==> config.mk <==
export PLATFORM = sky130hd
export DESIGN_NAME = pkt_steer_top
export DESIGN_NICKNAME = d
export VERILOG_FILES = /design/src/design/pkt_steer_pkg.sv /design/src/design/pkt_fifo.sv /design/src/design/fifo_header_monitor.sv /design/src/design/pkt_header_router.sv /design/src/design/pkt_steer_top.sv
export VERILOG_INCLUDE_DIRS = /design/src /design/src/design
export SDC_FILE = /design/constraint.sdc
export NUM_CORES = 2
export LEC_CHECK = 0
export BUFFER_PORTS_ARGS = -buffer_cell sky130_fd_sc_hd__buf_4
export CORE_ASPECT_RATIO = 1.4
export CORE_MARGIN = 10
export CORE_UTILIZATION = 50
export CTS_CLUSTER_SIZE = 8
export DETAILED_ROUTE_END_ITERATION = 8
export GPL_ROUTABILITY_DRIVEN = 0
export GPL_TIMING_DRIVEN = 0
export HOLD_SLACK_MARGIN = 0.02
export PLACE_DENSITY = 0.71
export SLEW_MARGIN = 20
export SYNTH_ARGS = -nofsm -noshare
export SYNTH_HDL_FRONTEND = slang
export SYNTH_HIERARCHICAL = 1
export SYNTH_SLANG_ARGS = --single-unit
==> constraint.sdc <==
create_clock -name clk -period 7.15 [get_ports clk]
set_input_delay 0.3575 -clock clk [delete_from_list [all_inputs] [get_ports clk]]
set_output_delay 0.3575 -clock clk [all_outputs]
set_load 0.01 [all_outputs]
==> src/design/pkt_steer_defines.svh <==
/*
 * Build-wide sizes for the packet steering block.
 * FIFO depth must be a power of two so the pointers wrap on their own.
 * The header layout puts dest in the low bits of the first packet word.
 */
`ifndef PKT_STEER_DEFINES_SVH
`define PKT_STEER_DEFINES_SVH

// Stream word width in bits
`define PKT_WIDTH 64

// Words held by the packet FIFO, also the longest legal packet
`define PKT_FIFO_DEPTH 32

// Number of output channels
`define PKT_NUM_PORTS 2

// Header field positions inside the first word
`define PKT_DEST_LSB 0
`define PKT_DEST_BITS 4
`define PKT_LEN_BITS 16

`endif

==> src/design/pkt_steer_pkg.sv <==
/*
 * Shared types for the packet steering block.
 * pkt_hdr_t assumes dest sits at bit 0, with the length field right above it.
 */
`include "pkt_steer_defines.svh"

package pkt_steer_pkg;

   // One stream word
   typedef logic [`PKT_WIDTH-1:0] pkt_word_t;

   // Header word overlay, most significant field first
   typedef struct packed {
      logic [`PKT_WIDTH-`PKT_LEN_BITS-`PKT_DEST_BITS-1:0] opaque;
      // Packet length, not used for steering
      logic [`PKT_LEN_BITS-1:0]                          len;
      logic [`PKT_DEST_BITS-1:0]                         dest;
   } pkt_hdr_t;

   // Destination index as carried in the header
   typedef logic [`PKT_DEST_BITS-1:0] port_idx_t;

   // One bit per output channel
   typedef logic [`PKT_NUM_PORTS-1:0] port_mask_t;

   // Dropped packet count, saturates at all ones
   typedef logic [15:0] drop_cnt_t;

endpackage

==> src/design/pkt_fifo.sv <==
/*
 * Store-and-forward stream FIFO with first-word-fall-through output.
 * A packet longer than the depth never completes and stalls the input for good.
 * o_pkt_present is high while at least one whole packet is stored.
 * i_clear drops all stored words in one cycle.
 */
`include "pkt_steer_defines.svh"

module pkt_fifo
   import pkt_steer_pkg::*;
(
   input  logic      clk,
   input  logic      i_rst_n,
   input  logic      i_clear,
   // Write side
   input  pkt_word_t i_tdata,
   input  logic      i_tvalid,
   input  logic      i_tlast,
   output logic      o_tready,
   // Read side
   output pkt_word_t o_tdata,
   output logic      o_tvalid,
   output logic      o_tlast,
   input  logic      i_tready,
   // Complete packet indication
   output logic      o_pkt_present
);

   localparam int unsigned DEPTH  = `PKT_FIFO_DEPTH;
   localparam int unsigned ADDR_W = $clog2(DEPTH);
   localparam int unsigned CNT_W  = $clog2(DEPTH + 1);

   // Word storage and the tlast bit of each word
   pkt_word_t        mem_data [DEPTH];
   logic             mem_last [DEPTH];

   logic [ADDR_W-1:0] wr_ptr_q;
   logic [ADDR_W-1:0] rd_ptr_q;
   // Words currently held
   logic [CNT_W-1:0]  fill_q;
   // Complete packets currently held
   logic [CNT_W-1:0]  pkt_cnt_q;

   logic push;
   logic pop;
   logic push_eop;
   logic pop_eop;

   // Full FIFO lowers ready, empty FIFO lowers valid
   assign o_tready = (fill_q != CNT_W'(DEPTH));
   assign o_tvalid = (fill_q != '0);

   // Head word falls through straight from storage
   assign o_tdata  = mem_data[rd_ptr_q];
   assign o_tlast  = mem_last[rd_ptr_q];

   assign push     = i_tvalid && o_tready;
   assign pop      = o_tvalid && i_tready;
   assign push_eop = push && i_tlast;
   assign pop_eop  = pop && o_tlast;

   assign o_pkt_present = (pkt_cnt_q != '0);

   // Storage write, no reset on the array
   always_ff @(posedge clk) begin
      if (push) begin
         mem_data[wr_ptr_q] <= i_tdata;
         mem_last[wr_ptr_q] <= i_tlast;
      end
   end

   // Pointers and fill level
   always_ff @(posedge clk or negedge i_rst_n) begin
      if (!i_rst_n) begin
         wr_ptr_q <= '0;
         rd_ptr_q <= '0;
         fill_q   <= '0;
      end else if (i_clear) begin
         wr_ptr_q <= '0;
         rd_ptr_q <= '0;
         fill_q   <= '0;
      end else begin
         // Pointers wrap at the power-of-two depth
         if (push) begin
            wr_ptr_q <= wr_ptr_q + 1'b1;
         end
         if (pop) begin
            rd_ptr_q <= rd_ptr_q + 1'b1;
         end
         // Simultaneous push and pop leaves the level unchanged
         if (push && !pop) begin
            fill_q <= fill_q + 1'b1;
         end else if (pop && !push) begin
            fill_q <= fill_q - 1'b1;
         end
      end
   end

   // Packet count follows tlast in and tlast out
   always_ff @(posedge clk or negedge i_rst_n) begin
      if (!i_rst_n) begin
         pkt_cnt_q <= '0;
      end else if (i_clear) begin
         pkt_cnt_q <= '0;
      end else begin
         if (push_eop && !pop_eop) begin
            pkt_cnt_q <= pkt_cnt_q + 1'b1;
         end else if (pop_eop && !push_eop) begin
            pkt_cnt_q <= pkt_cnt_q - 1'b1;
         end
      end
   end

endmodule

==> src/design/fifo_header_monitor.sv <==
/*
 * Watches the read port of a packet FIFO and captures the head packet's header.
 * o_header_valid is one cycle behind the FIFO port and stays high for one cycle
 * after the header beat pops, so a consumer must discount that cycle.
 */
`include "pkt_steer_defines.svh"

module fifo_header_monitor
   import pkt_steer_pkg::*;
(
   input  logic      clk,
   input  logic      i_rst_n,
   input  logic      i_clear,
   // Observed FIFO read port
   input  pkt_word_t i_tdata,
   input  logic      i_tvalid,
   input  logic      i_tready,
   input  logic      i_tlast,
   input  logic      i_pkt_present,
   // Head packet header
   output pkt_word_t o_header,
   output logic      o_header_valid
);

   typedef enum logic {
      WAIT_SOF,
      WAIT_EOF
   } mon_state_t;

   mon_state_t state_q;
   logic       beat;
   logic       load;

   assign beat = i_tvalid && i_tready;

   // Head word is a header only between packets and once the packet is whole
   assign load = i_tvalid && (state_q == WAIT_SOF) && i_pkt_present;

   // Packet boundary tracking
   always_ff @(posedge clk or negedge i_rst_n) begin
      if (!i_rst_n) begin
         state_q <= WAIT_SOF;
      end else if (i_clear) begin
         state_q <= WAIT_SOF;
      end else begin
         case (state_q)
            // Single-word packets end on their header beat
            WAIT_SOF: if (beat && !i_tlast) state_q <= WAIT_EOF;
            WAIT_EOF: if (beat && i_tlast) state_q <= WAIT_SOF;
            default:  state_q <= WAIT_SOF;
         endcase
      end
   end

   // Valid flag, refreshed every cycle
   always_ff @(posedge clk or negedge i_rst_n) begin
      if (!i_rst_n) begin
         o_header_valid <= 1'b0;
      end else if (i_clear) begin
         o_header_valid <= 1'b0;
      end else begin
         o_header_valid <= load;
      end
   end

   // Header word, only meaningful with the flag
   always_ff @(posedge clk) begin
      if (load) begin
         o_header <= i_tdata;
      end
   end

endmodule

==> src/design/pkt_header_router.sv <==
/*
 * Steers each packet from the FIFO to the port named by its header dest field.
 * A dest at or beyond the port count drains the packet and bumps the drop count.
 * Output data and tlast are shared, o_tvalid picks the port.
 * The drop count saturates and is zeroed only by reset or i_clear.
 */
`include "pkt_steer_defines.svh"

module pkt_header_router
   import pkt_steer_pkg::*;
(
   input  logic       clk,
   input  logic       i_rst_n,
   input  logic       i_clear,
   // Header from the monitor
   input  pkt_word_t  i_header,
   input  logic       i_header_valid,
   // FIFO read port
   input  pkt_word_t  i_tdata,
   input  logic       i_tvalid,
   input  logic       i_tlast,
   output logic       o_tready,
   // Output channels
   output pkt_word_t  o_tdata,
   output port_mask_t o_tvalid,
   output logic       o_tlast,
   input  port_mask_t i_tready,
   // Dropped packets
   output drop_cnt_t  o_drop_count
);

   typedef enum logic [1:0] {
      ST_IDLE,
      ST_FWD,
      ST_DROP
   } rt_state_t;

   rt_state_t  state_q;
   // One-hot port of the packet in flight
   port_mask_t sel_q;
   drop_cnt_t  drop_q;
   // A FIFO pop happened on the last edge
   logic       pop_q;

   pkt_hdr_t   hdr;
   port_idx_t  dest;
   logic       dest_ok;
   logic       hdr_take;
   logic       pop;

   assign hdr     = pkt_hdr_t'(i_header);
   assign dest    = hdr.dest;
   assign dest_ok = (dest < `PKT_NUM_PORTS);

   // Header flag right after a pop still describes the popped word
   assign hdr_take = (state_q == ST_IDLE) && i_header_valid && !pop_q;

   // FIFO ready per state, idle holds the header in place
   always_comb begin
      case (state_q)
         ST_FWD:  o_tready = |(sel_q & i_tready);
         ST_DROP: o_tready = 1'b1;
         default: o_tready = 1'b0;
      endcase
   end

   assign pop = i_tvalid && o_tready;

   // Shared data path, valid only on the chosen port
   assign o_tdata  = i_tdata;
   assign o_tlast  = i_tlast;
   assign o_tvalid = ((state_q == ST_FWD) && i_tvalid) ? sel_q : '0;

   assign o_drop_count = drop_q;

   always_ff @(posedge clk or negedge i_rst_n) begin
      if (!i_rst_n) begin
         state_q <= ST_IDLE;
         sel_q   <= '0;
         drop_q  <= '0;
         pop_q   <= 1'b0;
      end else if (i_clear) begin
         state_q <= ST_IDLE;
         sel_q   <= '0;
         drop_q  <= '0;
         pop_q   <= 1'b0;
      end else begin
         pop_q <= pop;
         case (state_q)
            ST_IDLE: begin
               if (hdr_take) begin
                  if (dest_ok) begin
                     sel_q   <= port_mask_t'(1) << dest;
                     state_q <= ST_FWD;
                  end else begin
                     state_q <= ST_DROP;
                     // Counted once, when the drop decision is made
                     if (drop_q != '1) begin
                        drop_q <= drop_q + 16'd1;
                     end
                  end
               end
            end
            // Both paths end when the tlast beat leaves the FIFO
            ST_FWD, ST_DROP: begin
               if (pop && i_tlast) begin
                  state_q <= ST_IDLE;
               end
            end
            default: state_q <= ST_IDLE;
         endcase
      end
   end

endmodule

==> src/design/pkt_steer_top.sv <==
/*
 * Packet steering block, FIFO then header monitor then router.
 * Packets must fit the FIFO depth, longer ones stall the input forever.
 * First output beat comes at least 3 cycles after the last input beat.
 */
`include "pkt_steer_defines.svh"

module pkt_steer_top
   import pkt_steer_pkg::*;
(
   input  logic       clk,
   input  logic       i_rst_n,
   input  logic       i_clear,
   // Input stream
   input  pkt_word_t  i_tdata,
   input  logic       i_tvalid,
   input  logic       i_tlast,
   output logic       o_tready,
   // Output channels with shared data
   output pkt_word_t  o_tdata,
   output port_mask_t o_tvalid,
   output logic       o_tlast,
   input  port_mask_t i_tready,
   output drop_cnt_t  o_drop_count
);

   // FIFO read port
   pkt_word_t fifo_tdata;
   logic      fifo_tvalid;
   logic      fifo_tlast;
   logic      fifo_tready;
   logic      pkt_present;

   // Head packet header
   pkt_word_t header;
   logic      header_valid;

   pkt_fifo i_fifo (
      .clk           (clk),
      .i_rst_n       (i_rst_n),
      .i_clear       (i_clear),
      .i_tdata       (i_tdata),
      .i_tvalid      (i_tvalid),
      .i_tlast       (i_tlast),
      .o_tready      (o_tready),
      .o_tdata       (fifo_tdata),
      .o_tvalid      (fifo_tvalid),
      .o_tlast       (fifo_tlast),
      .i_tready      (fifo_tready),
      .o_pkt_present (pkt_present)
   );

   // Observes the FIFO port, never drives it
   fifo_header_monitor i_monitor (
      .clk            (clk),
      .i_rst_n        (i_rst_n),
      .i_clear        (i_clear),
      .i_tdata        (fifo_tdata),
      .i_tvalid       (fifo_tvalid),
      .i_tready       (fifo_tready),
      .i_tlast        (fifo_tlast),
      .i_pkt_present  (pkt_present),
      .o_header       (header),
      .o_header_valid (header_valid)
   );

   pkt_header_router i_router (
      .clk            (clk),
      .i_rst_n        (i_rst_n),
      .i_clear        (i_clear),
      .i_header       (header),
      .i_header_valid (header_valid),
      .i_tdata        (fifo_tdata),
      .i_tvalid       (fifo_tvalid),
      .i_tlast        (fifo_tlast),
      .o_tready       (fifo_tready),
      .o_tdata        (o_tdata),
      .o_tvalid       (o_tvalid),
      .o_tlast        (o_tlast),
      .i_tready       (i_tready),
      .o_drop_count   (o_drop_count)
   );

endmodule

==> flow_summary.toml <==
[outcome]
status = "complete, no violations"

[final_layout]
final_common_cell = "sky130_fd_sc_hd__edfxtp_1"
area_delta_synth_final_pct = 19.9
drive_gt1_share_pct = 37.5
number_of_nets_in_the_layout = 4170
layout.cells.most_common_list = "sky130_fd_sc_hd__edfxtp_1 (2084), sky130_fd_sc_hd__mux4_2 (642), sky130_fd_sc_hd__clkbuf_16 (321), sky130_fd_sc_hd__buf_4 (239), sky130_fd_sc_hd__clkbuf_1 (100)"

[timing]
sum_of_negative_setup_slack_ns = 0
grt_setup_unrepaired = "no"
final.setup.worst_slack_ns = 1.17
setup_violations = 0
relSlewSlack_pct = 19.7
fin_worst_skew_ns = 0.0437
final_max_slew_viol_count = 0
max_clock_freq_ghz = 0.167
period_minus_slack_ns = 5.98
tightest_slew_ns = 1.20
final_hold_viols = 0
timing.final.crit_share_pct = 83.6

[drt]
vias_post_dr = 40876
routed.top_layer = "met5"
drt.antenna.violating_nets = 0
drt-vias-per-instance = 6.53
route.final.wire_length_um = 219000
detail_route.wirelength.met1_um = 74700
detailedRoute.firstIterationViolations = 5426
met2_wirelength_um = 112000
post_drt_wl_per_cell_um = 35.0
met3RoutedLength_um = 21200
drc = 0
drt_pass1_iterations = 6

[min_path]
hold_path_class = "in2reg"

[clock_tree]
sink_count_of_the_clock_tree = 2129
clk_latency_ns = 0.92
clockBufferDepth = 4
cts_made_buffers = 316
htree_levels = 5
clk_transition_reported_paths_ns = 0.05
cts_tree = "yes"
ctsRootBufferMaster = "sky130_fd_sc_hd__clkbuf_16"
post-cts-setup-buffer-count = 0

[placed_design]
number_of_input_and_output_port_buffers_inserted = 154
hpwlAfterDp_um = 133000
worst_slack_at_placement_ns = 2.33

[power_and_ir_drop]
part_of_the_power_in_combinational_logic_pct = 6.4
switching_power_mw = 5.93
power.density_nw_per_um2 = 290
sw_frac_of_total_pct = 20.7
clock_share_of_power_pct = 44.8
internal_power_mw = 22.7
vdd.ir_drop.worst_v = 0.000275
p_seq_share_pct = 48.8
power.static_leakage_nw = 30.8

[worst_setup_path]
path_max_fanout = 10
crit_type = "reg2out"
worstSetupEndpointType = "primary output"
critical_path.startpoint_type = "flip-flop"
crit_required_ns = 6.79
cp_data_arrival_time_ns = 5.62

[run]
max_cap_viol_count = 0

[die]
floorplan_core_area_um2 = 164000
initial_utilization_pct = 50.2
chipWidth_um = 363
floorplan.rows = 176
total_die_area_um2 = 181000
chipHeight_um = 500
boundaryPins = 155

[yosys]
syn_area_per_cell_um2 = 24.3
post_synth_inst_count = 3387
mappedNetlistArea_um2 = 82200
post_syn_nets = 3477
synthesis.yosys.warnings = 6

[global_routing]
grt_pass1_wl_um = 313000
globalRoute.totalOverflow = 0
grt_max_degree = 46
grt_antenna_before_repair = 12
track_usage_pct = 24.2
first_global_vias = 43199
==> per-stage QoR <==
stage	cells	hold WS, ns	area (µm²)	power, mW	utilization [%]
after floorplan	3387	0.0619	82200	15.2	-
after global placement	5677	0.423	86000	15.9	52.5
after detailed placement	5828	0.419	89500	16.0	54.6
after CTS	6256	0.0496	98500	28.8	60.1
after global routing	6259	0.131	98500	29.3	60.1
final	6260	0.119	98500	28.6	60.1
==> critical path, cell delays in order, from the launching register on <==
cell                       delay (ns)
sky130_fd_sc_hd__dfrtp_1         0.49
sky130_fd_sc_hd__buf_6           0.22
sky130_fd_sc_hd__buf_2           0.57
sky130_fd_sc_hd__clkbuf_1        0.87
sky130_fd_sc_hd__clkbuf_1        0.95
sky130_fd_sc_hd__mux4_2          0.44
sky130_fd_sc_hd__mux4_2          0.52
sky130_fd_sc_hd__mux2_2          0.34
sky130_fd_sc_hd__buf_4           0.15
sky130_fd_sc_hd__buf_4           0.13
==> routing by layer <==
metal  vias up  global-route usage, %
li1      15786                      -
met1     21740                   29.6
met2      2724                   41.0
met3       616                   5.73
met4        10                   10.5
met5         -                      0
==> layout make-up <==
| class | instances | area (µm²) |
|---|---|---|
| fillers | 10806 | 65400 |
| flip-flops and latches | 2129 | 63700 |
| multi-input cells | 1006 | 17400 |
| clock buffers | 349 | 8140 |
| repair buffers | 375 | 5100 |
| well taps | 2136 | 2670 |
| plain buffers | 234 | 1270 |
| clock inverters | 10 | 124 |
| inverters | 18 | 67.6 |
| diodes | 3 | 7.51 |
==> sequential cells by signal, indices dropped and copies added, names as in the netlist, 2 cells and up <==
register,cells
i_fifo/fill_q,6
i_fifo/wr_ptr_q,5
i_fifo/mem_data,2048
i_monitor/o_header,4
i_router/state_q,2
i_fifo/rd_ptr_q,5
i_fifo/pkt_cnt_q,6
i_router/o_drop_count,16
i_router/sel_q,2
i_fifo/mem_last,32
==> what timing repair did <==
item                        CTS  global route
setup endpoints to repair     0             0
hold buffers                 69             0
hold endpoints to repair   2150             0
gates resized for setup       0             0
==> power groups by stage <==
| stage | Sequential [mW] | Combinational [mW] | Clock, mW |
|---|---|---|---|
| after global placement | 14.2 | 1.67 | 0 |
| after floorplan | 14.2 | 1.04 | 0 |
| after detailed placement | 14.2 | 1.78 | 0 |
| after CTS | 14.0 | 1.84 | 13.0 |
| final | 14.0 | 1.82 | 12.8 |
| after global routing | 13.9 | 1.94 | 13.5 |
==> final timing paths <==
path | startpoint | end | slack, ns | cells after the start
min in group asynchronous | i_rst_n | i_fifo/rd_ptr_q[0]$_DFFE_PN0P_ | 0.54 | 4
setup / recovery | i_fifo/rd_ptr_q[1]$_DFFE_PN0P_ | o_tdata[3] | 1.17 | 9
max in group asynchronous | i_rst_n | i_router/o_drop_count[5]$_DFFE_PN0P_ | 6.39 | 4
hold reg to reg | i_fifo/fill_q[2]$_DFFE_PN0P_ | i_fifo/fill_q[2]$_DFFE_PN0P_ | 0.56 | 2
setup reg to reg | i_fifo/rd_ptr_q[1]$_DFFE_PN0P_ | i_monitor/o_header[3]$_DFFE_PP_ | 2.44 | 7
hold / removal | i_tready[1] | i_router/pop_q$_DFF_PN0_ | 0.12 | 4
Power figures use the tool's default switching activity.
